$ cat config.mk
export PLATFORM = sky130hd
export DESIGN_NAME = decodeExecuteTop
export DESIGN_NICKNAME = d
export VERILOG_FILES = /design/src/source/pipePkg.sv /design/src/source/isaPkg.sv /design/src/source/decodeExecuteTop.sv /design/src/source/retireCounter.sv /design/src/source/pipeControl.sv /design/src/source/executeUnit.sv /design/src/source/idexReg.sv /design/src/source/regFile.sv /design/src/source/instrDecoder.sv /design/src/source/pipeReg.sv
export SDC_FILE = /design/constraint.sdc
export NUM_CORES = 1
export LEC_CHECK = 0
export ABC_AREA = 1
export BUFFER_PORTS_ARGS = -buffer_cell sky130_fd_sc_hd__buf_4
export CAP_MARGIN = 15
export CORE_MARGIN = 5
export CORE_UTILIZATION = 65
export CTS_CLUSTER_DIAMETER = 200
export CTS_CLUSTER_SIZE = 40
export DETAILED_ROUTE_END_ITERATION = 6
export PLACE_DENSITY = 0.84
export SYNTH_ARGS = -nofsm -noshare
export SYNTH_HDL_FRONTEND = slang
export SYNTH_HIERARCHICAL = 1
export SYNTH_SLANG_ARGS = --single-unit
$ cat constraint.sdc
create_clock -name clk -period 7.5 [get_ports clk]
set_input_delay 0.375 -clock clk [delete_from_list [all_inputs] [get_ports clk]]
set_output_delay 0.375 -clock clk [all_outputs]
set_load 0.01 [all_outputs]
$ cat src/source/pipePkg.sv
`default_nettype none

package pipePkg;

    typedef enum logic [1:0] {
        StateRun,
        StateDraining,
        StateHalted
    } ctrlState_t;

    localparam int CountWidth = 16;

endpackage

`default_nettype wire

$ cat src/source/isaPkg.sv
`default_nettype none

package isaPkg;

    typedef logic [15:0] word_t;
    typedef logic [2:0]  regIdx_t;

    typedef enum logic [4:0] {
        OpNop   = 5'b00000,
        OpHalt  = 5'b00001,
        OpJ     = 5'b00100,
        OpAddi  = 5'b01000,
        OpXori  = 5'b01010,
        OpBeqz  = 5'b01100,
        OpBnez  = 5'b01101,
        OpRType = 5'b11011
    } opcode_t;

    // AluFunct defers the choice to the R-type funct field.
    typedef enum logic [4:0] {
        AluPass,
        AluAdd,
        AluSub,
        AluXor,
        AluAnd,
        AluFunct
    } aluOp_t;

    typedef enum logic [1:0] {
        FunctAdd = 2'b00,
        FunctSub = 2'b01,
        FunctXor = 2'b10,
        FunctAnd = 2'b11
    } funct_t;

    localparam int OpcodeHi = 15;
    localparam int OpcodeLo = 11;
    localparam int RsHi     = 10;
    localparam int RsLo     = 8;
    localparam int RtHi     = 7;
    localparam int RtLo     = 5;
    localparam int RdHi     = 4;
    localparam int RdLo     = 2;
    localparam int FunctHi  = 1;
    localparam int FunctLo  = 0;
    localparam int IDestHi  = 7;
    localparam int IDestLo  = 5;

    // Immediates start at bit 0.
    localparam int ImmWidth    = 5;
    localparam int BranchWidth = 8;
    localparam int JumpWidth   = 11;

    // Targets are PC + PcStep + offset.
    localparam word_t PcStep = 16'd2;

endpackage

`default_nettype wire
$ cat src/source/decodeExecuteTop.sv
`timescale 1ns/100ps
`default_nettype none

module decodeExecuteTop import isaPkg::*; #(
    parameter int    CountWidth = pipePkg::CountWidth,
    parameter word_t ResetPc    = '0
) (
    input  logic                  clk,
    input  logic                  rst,
    input  word_t                 instr,
    input  word_t                 pc,
    output logic                  wbRegWrite,
    output regIdx_t               wbReg,
    output word_t                 wbData,
    output logic                  redirect,
    output word_t                 redirectPc,
    output logic                  halted,
    output logic [CountWidth-1:0] retiredCount,
    output logic [CountWidth-1:0] squashedCount
);

    regIdx_t rs, rt, writeReg, exRs, exRt, exWriteReg;
    word_t   imm, jumpDist, read1, read2;
    word_t   exPc, exRead1, exRead2, exImm, exJumpDist;
    aluOp_t  aluOp, exAluOp;
    funct_t  funct, exFunct;
    logic    aluSrc, branch, branchNe, jump, regWrite, halt;
    logic    rsValid, rtValid, writeRegValid;
    logic    exAluSrc, exBranch, exBranchNe, exJump, exRegWrite, exHalt;
    logic    exRsValid, exRtValid, exWriteRegValid;
    logic    controlZeroIdEx, squashPulse, haltSeen, wbValid;

    instrDecoder decoder (
        .instr, .rs, .rt, .writeReg, .imm, .jumpDist, .aluOp, .funct, .aluSrc,
        .branch, .branchNe, .jump, .regWrite, .halt, .rsValid, .rtValid, .writeRegValid
    );

    regFile regs (
        .clk, .rst, .rs, .rt, .read1, .read2,
        .writeEn(wbRegWrite), .writeReg(wbReg), .writeData(wbData)
    );

    idexReg idex (
        .clk, .rst, .controlZeroIdEx,
        .pcIn(pc), .read1In(read1), .read2In(read2), .immIn(imm), .jumpDistIn(jumpDist),
        .functIn(funct), .writeRegIn(writeReg), .aluOpIn(aluOp), .aluSrcIn(aluSrc),
        .branchIn(branch), .branchNeIn(branchNe), .jumpIn(jump), .regWriteIn(regWrite),
        .haltIn(halt), .rsIn(rs), .rtIn(rt), .rsValidIn(rsValid), .rtValidIn(rtValid),
        .writeRegValidIn(writeRegValid),
        .pcOut(exPc), .read1Out(exRead1), .read2Out(exRead2), .immOut(exImm),
        .jumpDistOut(exJumpDist), .functOut(exFunct), .writeRegOut(exWriteReg),
        .aluOpOut(exAluOp), .aluSrcOut(exAluSrc), .branchOut(exBranch),
        .branchNeOut(exBranchNe), .jumpOut(exJump), .regWriteOut(exRegWrite),
        .haltOut(exHalt), .rsOut(exRs), .rtOut(exRt), .rsValidOut(exRsValid),
        .rtValidOut(exRtValid), .writeRegValidOut(exWriteRegValid)
    );

    executeUnit #(.ResetPc(ResetPc)) execute (
        .clk, .rst, .pc(exPc), .read1(exRead1), .read2(exRead2), .imm(exImm),
        .jumpDist(exJumpDist), .funct(exFunct), .writeReg(exWriteReg), .aluOp(exAluOp),
        .aluSrc(exAluSrc), .branch(exBranch), .branchNe(exBranchNe), .jump(exJump),
        .regWrite(exRegWrite), .halt(exHalt), .rs(exRs), .rt(exRt), .rsValid(exRsValid),
        .rtValid(exRtValid), .writeRegValid(exWriteRegValid),
        .redirect, .redirectPc, .haltSeen, .wbValid, .wbRegWrite, .wbReg, .wbData
    );

    pipeControl control (
        .clk, .rst, .redirect, .haltSeen, .wbValid, .controlZeroIdEx, .squashPulse, .halted
    );

    retireCounter #(.CountWidth(CountWidth)) counters (
        .clk, .rst, .wbRegWrite, .squashPulse, .retiredCount, .squashedCount
    );

endmodule

`default_nettype wire

$ cat src/source/retireCounter.sv
`timescale 1ns/100ps
`default_nettype none

module retireCounter #(
    parameter int CountWidth = pipePkg::CountWidth
) (
    input  logic                  clk,
    input  logic                  rst,
    input  logic                  wbRegWrite,
    input  logic                  squashPulse,
    output logic [CountWidth-1:0] retiredCount,
    output logic [CountWidth-1:0] squashedCount
);

    // Both counters stop at all ones.
    always_ff @(posedge clk) begin
        if (rst) begin
            retiredCount  <= '0;
            squashedCount <= '0;
        end else begin
            if (wbRegWrite && !(&retiredCount)) begin
                retiredCount <= retiredCount + CountWidth'(1);
            end
            if (squashPulse && !(&squashedCount)) begin
                squashedCount <= squashedCount + CountWidth'(1);
            end
        end
    end

endmodule

`default_nettype wire

$ cat src/source/pipeControl.sv
`timescale 1ns/100ps
`default_nettype none

module pipeControl import pipePkg::*; (
    input  logic clk,
    input  logic rst,
    input  logic redirect,
    input  logic haltSeen,
    input  logic wbValid,
    output logic controlZeroIdEx,
    output logic squashPulse,
    output logic halted
);

    ctrlState_t state;
    ctrlState_t stateNext;

    always_ff @(posedge clk) begin
        if (rst) begin
            state <= StateRun;
        end else begin
            state <= stateNext;
        end
    end

    always_comb begin
        stateNext = state;
        case (state)
            StateRun:      if (haltSeen) stateNext = StateDraining;
            StateDraining: stateNext = StateHalted;
            default:       stateNext = StateHalted;
        endcase
    end

    // A halt in EX also kills the younger instruction behind it.
    assign controlZeroIdEx = redirect || haltSeen || (state != StateRun);

    // Once halted the pipeline idles, so those cycles are not counted.
    assign squashPulse = controlZeroIdEx && (state != StateHalted);
    assign halted      = (state == StateHalted);

    haltedSticky: assert property (@(posedge clk) disable iff (rst)
        state == StateHalted |=> state == StateHalted);

    haltedQuiet: assert property (@(posedge clk) disable iff (rst)
        state == StateHalted |-> !wbValid);

endmodule

`default_nettype wire

$ cat src/source/executeUnit.sv
`timescale 1ns/100ps
`default_nettype none

module executeUnit import isaPkg::*; #(
    parameter word_t ResetPc = '0
) (
    input  logic    clk,
    input  logic    rst,
    input  word_t   pc,
    input  word_t   read1,
    input  word_t   read2,
    input  word_t   imm,
    input  word_t   jumpDist,
    input  funct_t  funct,
    input  regIdx_t writeReg,
    input  aluOp_t  aluOp,
    input  logic    aluSrc,
    input  logic    branch,
    input  logic    branchNe,
    input  logic    jump,
    input  logic    regWrite,
    input  logic    halt,
    input  regIdx_t rs,
    input  regIdx_t rt,
    input  logic    rsValid,
    input  logic    rtValid,
    input  logic    writeRegValid,
    output logic    redirect,
    output word_t   redirectPc,
    output logic    haltSeen,
    output logic    wbValid,
    output logic    wbRegWrite,
    output regIdx_t wbReg,
    output word_t   wbData
);

    word_t  rsData;
    word_t  rtData;
    word_t  operandB;
    word_t  aluResult;
    word_t  target;
    aluOp_t effOp;
    logic   live;

    // Forward from EX/WB; older values come through the register file bypass.
    assign rsData   = (rsValid && wbRegWrite && wbReg == rs) ? wbData : read1;
    assign rtData   = (rtValid && wbRegWrite && wbReg == rt) ? wbData : read2;
    assign operandB = aluSrc ? imm : rtData;

    always_comb begin
        effOp = aluOp;
        if (aluOp == AluFunct) begin
            case (funct)
                FunctAdd: effOp = AluAdd;
                FunctSub: effOp = AluSub;
                FunctXor: effOp = AluXor;
                default:  effOp = AluAnd;
            endcase
        end
        case (effOp)
            AluAdd:  aluResult = rsData + operandB;
            AluSub:  aluResult = rsData - operandB;
            AluXor:  aluResult = rsData ^ operandB;
            AluAnd:  aluResult = rsData & operandB;
            default: aluResult = operandB;
        endcase
    end

    assign target   = pc + PcStep + (jump ? jumpDist : imm);
    assign redirect = jump || (branch && (branchNe ? (rsData != '0) : (rsData == '0)));
    // Idle value points fetch back at the reset vector.
    assign redirectPc = redirect ? target : ResetPc;
    assign haltSeen   = halt;
    assign live       = regWrite || branch || jump || halt;

    pipeReg #(.T(logic)) wbValidFf (.clk, .rst, .clear(1'b0), .d(live), .q(wbValid));
    pipeReg #(.T(logic)) wbWriteFf (.clk, .rst, .clear(1'b0),
        .d(regWrite && writeRegValid), .q(wbRegWrite));
    pipeReg #(.T(regIdx_t)) wbRegFf (.clk, .rst, .clear(1'b0), .d(writeReg), .q(wbReg));
    pipeReg #(.T(word_t)) wbDataFf (.clk, .rst, .clear(1'b0), .d(aluResult), .q(wbData));

endmodule

`default_nettype wire

$ cat src/source/idexReg.sv
`timescale 1ns/100ps
`default_nettype none

module idexReg import isaPkg::*; (
    input  logic    clk,
    input  logic    rst,
    input  logic    controlZeroIdEx,
    input  word_t   pcIn,
    input  word_t   read1In,
    input  word_t   read2In,
    input  word_t   immIn,
    input  word_t   jumpDistIn,
    input  funct_t  functIn,
    input  regIdx_t writeRegIn,
    input  aluOp_t  aluOpIn,
    input  logic    aluSrcIn,
    input  logic    branchIn,
    input  logic    branchNeIn,
    input  logic    jumpIn,
    input  logic    regWriteIn,
    input  logic    haltIn,
    input  regIdx_t rsIn,
    input  regIdx_t rtIn,
    input  logic    rsValidIn,
    input  logic    rtValidIn,
    input  logic    writeRegValidIn,
    output word_t   pcOut,
    output word_t   read1Out,
    output word_t   read2Out,
    output word_t   immOut,
    output word_t   jumpDistOut,
    output funct_t  functOut,
    output regIdx_t writeRegOut,
    output aluOp_t  aluOpOut,
    output logic    aluSrcOut,
    output logic    branchOut,
    output logic    branchNeOut,
    output logic    jumpOut,
    output logic    regWriteOut,
    output logic    haltOut,
    output regIdx_t rsOut,
    output regIdx_t rtOut,
    output logic    rsValidOut,
    output logic    rtValidOut,
    output logic    writeRegValidOut
);

    pipeReg #(.T(word_t)) pcFf (.clk, .rst, .clear(1'b0), .d(pcIn), .q(pcOut));
    pipeReg #(.T(word_t)) read1Ff (.clk, .rst, .clear(1'b0), .d(read1In), .q(read1Out));
    pipeReg #(.T(word_t)) read2Ff (.clk, .rst, .clear(1'b0), .d(read2In), .q(read2Out));
    pipeReg #(.T(word_t)) immFf (.clk, .rst, .clear(1'b0), .d(immIn), .q(immOut));
    pipeReg #(.T(word_t)) jumpFf (.clk, .rst, .clear(1'b0), .d(jumpDistIn), .q(jumpDistOut));

    pipeReg #(.T(funct_t)) functFf (.clk, .rst, .clear(1'b0), .d(functIn), .q(functOut));
    pipeReg #(.T(aluOp_t)) aluOpFf (.clk, .rst, .clear(1'b0), .d(aluOpIn), .q(aluOpOut));

    pipeReg #(.T(regIdx_t)) rsFf (.clk, .rst, .clear(1'b0), .d(rsIn), .q(rsOut));
    pipeReg #(.T(regIdx_t)) rtFf (.clk, .rst, .clear(1'b0), .d(rtIn), .q(rtOut));
    pipeReg #(.T(regIdx_t)) wrRegFf (.clk, .rst, .clear(1'b0), .d(writeRegIn),
        .q(writeRegOut));

    pipeReg #(.T(logic [4:0])) flagFf (
        .clk, .rst, .clear(1'b0),
        .d({aluSrcIn, branchNeIn, rsValidIn, rtValidIn, writeRegValidIn}),
        .q({aluSrcOut, branchNeOut, rsValidOut, rtValidOut, writeRegValidOut})
    );

    // A squashed entry turns into a NOP, so only the enables are cleared.
    pipeReg #(.T(logic [3:0])) enableFf (
        .clk, .rst, .clear(controlZeroIdEx),
        .d({regWriteIn, branchIn, jumpIn, haltIn}),
        .q({regWriteOut, branchOut, jumpOut, haltOut})
    );

    squashNoWrite: assert property (@(posedge clk) disable iff (rst)
        controlZeroIdEx |=> !regWriteOut);

endmodule

`default_nettype wire

$ cat src/source/regFile.sv
`timescale 1ns/100ps
`default_nettype none

module regFile import isaPkg::*; (
    input  logic    clk,
    input  logic    rst,
    input  regIdx_t rs,
    input  regIdx_t rt,
    output word_t   read1,
    output word_t   read2,
    input  logic    writeEn,
    input  regIdx_t writeReg,
    input  word_t   writeData
);

    localparam int NumRegs = 1 << $bits(regIdx_t);

    word_t regs [NumRegs];

    always_ff @(posedge clk) begin
        if (rst) begin
            for (int i = 0; i < NumRegs; i++) begin
                regs[i] <= '0;
            end
        end else if (writeEn) begin
            regs[writeReg] <= writeData;
        end
    end

    // Bypass so decode sees the value being written back this cycle.
    assign read1 = (writeEn && writeReg == rs) ? writeData : regs[rs];
    assign read2 = (writeEn && writeReg == rt) ? writeData : regs[rt];

    writeEnKnown: assert property (@(posedge clk) disable iff (rst)
        !$isunknown(writeEn));

endmodule

`default_nettype wire

$ cat src/source/instrDecoder.sv
`timescale 1ns/100ps
`default_nettype none

module instrDecoder import isaPkg::*; (
    input  word_t   instr,
    output regIdx_t rs,
    output regIdx_t rt,
    output regIdx_t writeReg,
    output word_t   imm,
    output word_t   jumpDist,
    output aluOp_t  aluOp,
    output funct_t  funct,
    output logic    aluSrc,
    output logic    branch,
    output logic    branchNe,
    output logic    jump,
    output logic    regWrite,
    output logic    halt,
    output logic    rsValid,
    output logic    rtValid,
    output logic    writeRegValid
);

    opcode_t opcode;

    assign opcode   = opcode_t'(instr[OpcodeHi:OpcodeLo]);
    assign rs       = instr[RsHi:RsLo];
    assign rt       = instr[RtHi:RtLo];
    assign funct    = funct_t'(instr[FunctHi:FunctLo]);
    assign jumpDist = word_t'(signed'(instr[JumpWidth-1:0]));

    always_comb begin
        writeReg      = instr[IDestHi:IDestLo];
        imm           = '0;
        aluOp         = AluPass;
        aluSrc        = 1'b0;
        branch        = 1'b0;
        branchNe      = 1'b0;
        jump          = 1'b0;
        regWrite      = 1'b0;
        halt          = 1'b0;
        rsValid       = 1'b0;
        rtValid       = 1'b0;
        writeRegValid = 1'b0;
        case (opcode)
            OpRType: begin
                writeReg      = instr[RdHi:RdLo];
                aluOp         = AluFunct;
                regWrite      = 1'b1;
                rsValid       = 1'b1;
                rtValid       = 1'b1;
                writeRegValid = 1'b1;
            end
            OpAddi, OpXori: begin
                imm           = word_t'(signed'(instr[ImmWidth-1:0]));
                aluOp         = (opcode == OpAddi) ? AluAdd : AluXor;
                aluSrc        = 1'b1;
                regWrite      = 1'b1;
                rsValid       = 1'b1;
                writeRegValid = 1'b1;
            end
            OpBeqz, OpBnez: begin
                // Branches only test Rs against zero.
                imm      = word_t'(signed'(instr[BranchWidth-1:0]));
                branch   = 1'b1;
                branchNe = (opcode == OpBnez);
                rsValid  = 1'b1;
            end
            OpJ: begin
                jump = 1'b1;
            end
            OpHalt: begin
                halt = 1'b1;
            end
            default: begin
                // NOP, and any opcode not listed.
            end
        endcase
    end

endmodule

`default_nettype wire

$ cat src/source/pipeReg.sv
`timescale 1ns/100ps
`default_nettype none

module pipeReg #(
    parameter type T = logic
) (
    input  logic clk,
    input  logic rst,
    input  logic clear,
    input  T     d,
    output T     q
);

    always_ff @(posedge clk) begin
        if (rst || clear) begin
            q <= T'(0);
        end else begin
            q <= d;
        end
    end

endmodule

`default_nettype wire

==> metrics.yaml, run 1 <==
global_route:
  grt_first_pass_wirelength_um: 79100
  grt-ovfl-total: 0
  grt_usage_pct: 31.3
  grt_antenna_before_repair: 0
  first_global_vias: 15800
  grt_max_degree: 71
logic_synthesis:
  syn-mean-instance-area_um2: 7.07
  synth_area_um2: 18100
  syn-instance-count: 2557
  yosys_warnings: 6
timing:
  slew_violations: 0
  min_period_ps: 4910
  period_share_pct: 65.4
  fin_setup_tns_ps: 0
  rsz0062_at_grt: "false"
  fin_worst_skew_ps: 51.8
  setup_viol: 0
  report.final.hold_viol_count: 0
  worstMarginPinSlew_ps: 1070
  relSlewSlack_pct: 28.3
  fmax_mhz: 204
routing:
  route.antenna.remaining_nets: 0
  first_pass_iters: 7
  routed_wl_um: 49700
  drc_errors: 1
  vias: 16600
  vias_per_cell: 5.63
  wire_per_inst_um: 16.9
  dr.first_iter.drc_count: 1985
clock_tree:
  cts-root-buf: "clkbuf_16"
  clk_pin_slew_ps: 150
  clk_latency_ps: 510
  cts_resized: 0
  cts_num_sinks: 287
  h-tree-depth: 1
  cts_buffers: 11
  clk_path_buf_depth: 3
  cts_setup_buffers: 0
  cts_tree: "yes"
  cts_hold_buf: 0
finish:
  fin_nets: 2667
  drive_gt1_share_pct: 11.8
  area_delta_synth_final_pct: 4.63
  multi_input_area_um2: 8620
  fillers: 2315
  stdcell_area_um2: 18900
  fin_util_pct: 68.4
  antennaDiodeCount: 0
  stdcell_count: 2946
  seq_area_um2: 7030
power:
  power.density_nw_per_um2: 158
  peakVddDrop_mv: 0.131
  p_leak_nw: 8.95
floorplan:
  initial_core_util_pct: 65.4
  die_y_um: 177
  fp.dieW_um: 177
  boundaryPins: 104
  fp-row-count: 61
  die_area_um2: 31200
  coreArea_um2: 27600
place:
  gp_congestion: 0.947
  place_area_um2: 18600
  hpwl_um: 33500
  placedCellCount: 2930
  portBuffers: 103
setup_path:
  path_delay_family: "simple AND/OR/NAND/NOR gates"
  endpoint_kind: "flop"
  slowest_delay_ps: 670
  r2r_start: "execute/wbWriteFf/q"
  r2r_cells: 27
  crit_path_max_fanout: 17
  timing.critical_path.buf_inv: 6
  crit_slowest_cell: "dfxtp_1"
  worstSetupPathType: "reg -> reg"
  required_ps: 7920
  worstPathArrival_ps: 5320
  critPathLaunchType: "flop"
  r2r_slack_ps: 2590
  r2r_end: "execute/wbDataFf/q[11]"
  critPathMostFrequentCell: "nand2_1"
min_path:
  min_to: "idex/pcFf/q[2]"
  hp-start: "pc[2]"
  holdPathStages: 3
  hold_class: "in -> reg"
flow_run:
  drv_cap: 0
outcome:
  outcome: "finished, violations left"
  violations: "DRC"
## worst max path at each step
stage,start,to,cells past startpoint
6_report,execute/wbWriteFf/q,execute/wbDataFf/q[11],27
5_1_grt,execute/wbWriteFf/q,execute/wbDataFf/q[12],29
4_1_cts,execute/wbWriteFf/q,execute/wbDataFf/q[11],27
3_5_place_dp,execute/wbWriteFf/q,execute/wbDataFf/q[11],27
3_3_place_gp,execute/wbWriteFf/q,execute/wbDataFf/q[11],27
2_1_floorplan,execute/wbWriteFf/q,execute/wbDataFf/q[11],27
## cell usage in the layout, fill, tap and decap left out, types with 61 or more instances in the layout
master,count
ha_1,65
buf_4,106
inv_1,396
nand3_1,331
nand2_1,641
edfxtp_1,128
nor2_1,303
dfxtp_1,159
a21oi_1,61
nor2_2,73
## per-stage QoR
| step | hold slack, ps | setup slack (ps) | total power [W] |
|---|---|---|---|
| finish | 79.3 | 2590 | 0.00298 |
| global route | 65.8 | 1950 | 0.00311 |
| CTS | 70.2 | 2600 | 0.00298 |
| detailed placement | 407 | 2620 | 0.00224 |
| global placement | 401 | 2710 | 0.00222 |
| floorplan | 394 | 3760 | 0.00211 |
## flip-flops by register name, summed over array words and instances (netlist names), 4 cells and up
signal                  flops
regs/regs                 128
idex/immFf/q               16
idex/aluOpFf/q              5
idex/pcFf/q                16
idex/read1Ff/q             16
idex/enableFf/q             4
idex/jumpFf/q              16
counters/squashedCount     16
execute/wbDataFf/q         16
idex/flagFf/q               5
counters/retiredCount      16
idex/read2Ff/q             16
## worst min-delay path: cells and delay by family
kind | cells | cell delay (ps)
buf+inv | 2 | 100
simple gates | 1 | 80
## where the power goes
group | switching [W] | internal [W] | total (W)
logic | 0.000357 | 0.000163 | 0.000520
registers | 0.0000228 | 0.00168 | 0.00170
clock network | 0.000479 | 0.000283 | 0.000761
## area by class of cell
class	instances	area share (%)
inverters	437	8.73
clock inverters	1	0.159
multi-input cells	1722	45.6
flip-flops and latches	287	37.2
clock buffers	14	1.52
well taps	378	2.50
repair buffers	107	4.32
## layer usage
layer,GRT usage (%),share of wire [%]
met1,40.9,39
met2,51.5,46
met3,5.28,11
met4,13.5,4.2
met5,0,0
(Power assumes the default switching activity.)
==> inputs of run 2 (changes only) <==
--- a/config.mk
+++ b/config.mk
@@ -9,11 +9,11 @@
 export BUFFER_PORTS_ARGS = -buffer_cell sky130_fd_sc_hd__buf_4
 export CAP_MARGIN = 15
 export CORE_MARGIN = 5
-export CORE_UTILIZATION = 65
+export CORE_UTILIZATION = 63
 export CTS_CLUSTER_DIAMETER = 200
 export CTS_CLUSTER_SIZE = 40
 export DETAILED_ROUTE_END_ITERATION = 6
-export PLACE_DENSITY = 0.84
+export PLACE_DENSITY = 0.82
 export SYNTH_ARGS = -nofsm -noshare
 export SYNTH_HDL_FRONTEND = slang
 export SYNTH_HIERARCHICAL = 1
==> constraint.sdc (replaced) <==
create_clock -name clk -period 5 [get_ports clk]
set_input_delay 0.25 -clock clk [delete_from_list [all_inputs] [get_ports clk]]
set_output_delay 0.25 -clock clk [all_outputs]
set_load 0.01 [all_outputs]
==> metrics.yaml, run 2 (synthesis gave the netlist of run 1 again) <==
setup_path:
  worstPathArrival_ps: 4950  # -370 ps
  endpoint_kind: "flop"
  crit_slowest_cell: "dfxtp_1"
  worstSetupPathType: "reg -> reg"
  required_ps: 5430  # -2490 ps
  slowest_delay_ps: 510  # -160 ps
  critPathMostFrequentCell: "nand2_1"
  crit_path_max_fanout: 17  # unchanged
  critPathLaunchType: "flop"
clock_tree:
  h-tree-depth: 1  # unchanged
  cts_num_sinks: 287  # unchanged
  cts_buffers: 11  # unchanged
  cts_tree: "yes"
  clk_latency_ps: 520  # about the same
  clk_path_buf_depth: 3  # unchanged
  cts_resized: 0  # unchanged
  cts-root-buf: "clkbuf_16"
  clk_pin_slew_ps: 160  # about the same
finish:
  drive_gt1_share_pct: 11.8  # +0.061 points
  top_register: "regs/regs"
  area_delta_synth_final_pct: 6.14
  fillers: 2490  # +7.6%
  mostFrequentLayoutCell: "nand2_1"
  stdcell_area_um2: 19200  # +1.4%
  antennaDiodeCount: 0  # unchanged
  fin_util_pct: 67.2  # -1.2 points
  largest_reg_flops: 128  # unchanged
  multi_input_area_um2: 8620  # unchanged
  final_cell_mix: "nand2_1 (641), inv_1 (396), nand3_1 (331)"
  fin_nets: 2694  # +1.0%
  seq_area_um2: 7030  # unchanged
  stdcell_count: 2981  # +1.2%
outcome:
  violations: "DRC"
  outcome: "finished, violations left"
routing:
  first_pass_iters: 7  # unchanged
  routed_wl_um: 51300  # +3.2%
  drc_errors: 2  # +1
  route.antenna.remaining_nets: 0  # unchanged
  dr.first_iter.drc_count: 2015  # +1.5%
  vias: 16800  # +1.0%
  wire_per_inst_um: 17.2  # +2.0%
  vias_per_cell: 5.62  # -0.14%
floorplan:
  boundaryPins: 104  # unchanged
  die_area_um2: 32200  # +3.0%
  initial_core_util_pct: 63.3  # -2.1 points
  fp-row-count: 62  # +1.6%
  die_y_um: 179  # +1.5%
  coreArea_um2: 28500  # +3.3%
  fp.dieW_um: 179  # +1.5%
place:
  placedCellCount: 2941  # +0.38%
  place_area_um2: 18600  # +0.24%
  portBuffers: 103  # unchanged
  gp_congestion: 0.917  # -3.2%
  hpwl_um: 34200  # +2.1%
timing:
  min_period_ps: 4520  # -383 ps
  fin_setup_tns_ps: 0  # unchanged
  period_share_pct: 90.5  # +25 points
  fin_worst_skew_ps: 64.8  # +12.9 ps
  relSlewSlack_pct: 29.5  # +1.1 points
  setup_viol: 0  # unchanged
  report.final.hold_viol_count: 0  # unchanged
  fmax_mhz: 221  # +8.5%
  rsz0062_at_grt: "false"
  slew_violations: 0  # unchanged
  worstMarginPinSlew_ps: 1060  # -16.9 ps
global_route:
  gr-usage-met3_pct: 5.58  # +0.30 points
  use_met2_pct: 53.3  # +1.8 points
  grt_max_degree: 71  # unchanged
  use_met1_pct: 40.1  # -0.80 points
  grt_antenna_before_repair: 0  # unchanged
  grt_usage_pct: 31.6  # +0.34 points
  top_usage_layer: "met2"
  grt-ovfl-total: 0  # unchanged
  first_global_vias: 16300  # +3.0%
  grt_first_pass_wirelength_um: 81000  # +2.5%
power:
  p_clk_share_pct: 25.8  # +0.3 points
  peakVddDrop_mv: 0.209  # +59%
  pwr-share-comb_pct: 17.6  # +0.2 points
  fin_total_pwr_w: 0.00451  # +51%
  internal_power_w: 0.00320  # +51%
  p_sw_share_pct: 29.0  # +0.23 points
  power.density_nw_per_um2: 235  # +49%
  power.switching_w: 0.00131  # +53%
  seq_power_share_pct: 56.6  # -0.4 points
  p_leak_nw: 9.07  # +1.3%
min_path:
  hold_class: "in -> reg"
flow_run:
  drv_cap: 0  # unchanged
run 2: cell types whose count changed in the layout (fill, tap and decap cells not counted):
cell / before / now
buf_4: 106 / 111
clkbuf_1: 3 / 5
dlygate4sd3_1: 0 / 22
run 2: routing by layer:
layer  vias to the layer above  wire length [um]
li1                       7982                 -
met1                      7648             19700
met2                       957             23800
met3                       175              5590
met4                         0              2240
met5                         -                 0
run 2: worst max-delay path, delay by kind of cell (launching register included):
kind                       cells  cell delay, ps
and+or+nand+nor               12            1250
DFF                            1             510
AOI/OAI and AO/OA              7            1550
buffers and inverters          7             690
adders and majority gates      2             450
run 2: power groups by stage:
stage / registers [W] / logic (W) / clock network (W)
after floorplan: 0.00259 / 0.000579 / 0
after global routing: 0.00256 / 0.000878 / 0.00125
after detailed placement: 0.00260 / 0.000755 / 0
final: 0.00255 / 0.000794 / 0.00116
after CTS: 0.00255 / 0.000774 / 0.00118
after global placement: 0.00260 / 0.000735 / 0
run 2: final cells by class:
| cell class | count | share of cell area [%] |
|---|---|---|
| inverter | 437 | 8.61 |
| tap | 384 | 2.51 |
| clock inverter | 1 | 0.157 |
| timing repair buffer | 134 | 5.60 |
| multi-input combinational | 1722 | 45.0 |
| sequential | 287 | 36.6 |
| clock buffer | 16 | 1.53 |
run 2: worst paths after layout:
path / startpoint / endpoint / slack, ps / cells after the start
hold / removal: instr[3] / idex/jumpFf/q[3] / 30 / 3
setup / recovery: execute/wbRegFf/q[2] / execute/wbDataFf/q[11] / 480 / 28
setup reg to reg: execute/wbRegFf/q[2] / execute/wbDataFf/q[11] / 480 / 28
hold reg to reg: idex/wrRegFf/q[1] / execute/wbRegFf/q[1] / 430 / 2
run 2: repair_timing:
item,4_1_cts,5_1_grt
setup endpoints to repair,0,0
buffers inserted,0,0
hold endpoints to repair,24,0
hold buffers,22,0
run 2: per-stage QoR:
stage	setup slack [ps]	hold slack [ps]
6_report	477	27.6
5_1_grt	41.0	35.9
4_1_cts	509	18.7
3_5_place_dp	538	408
3_3_place_gp	661	406
2_1_floorplan	1260	319
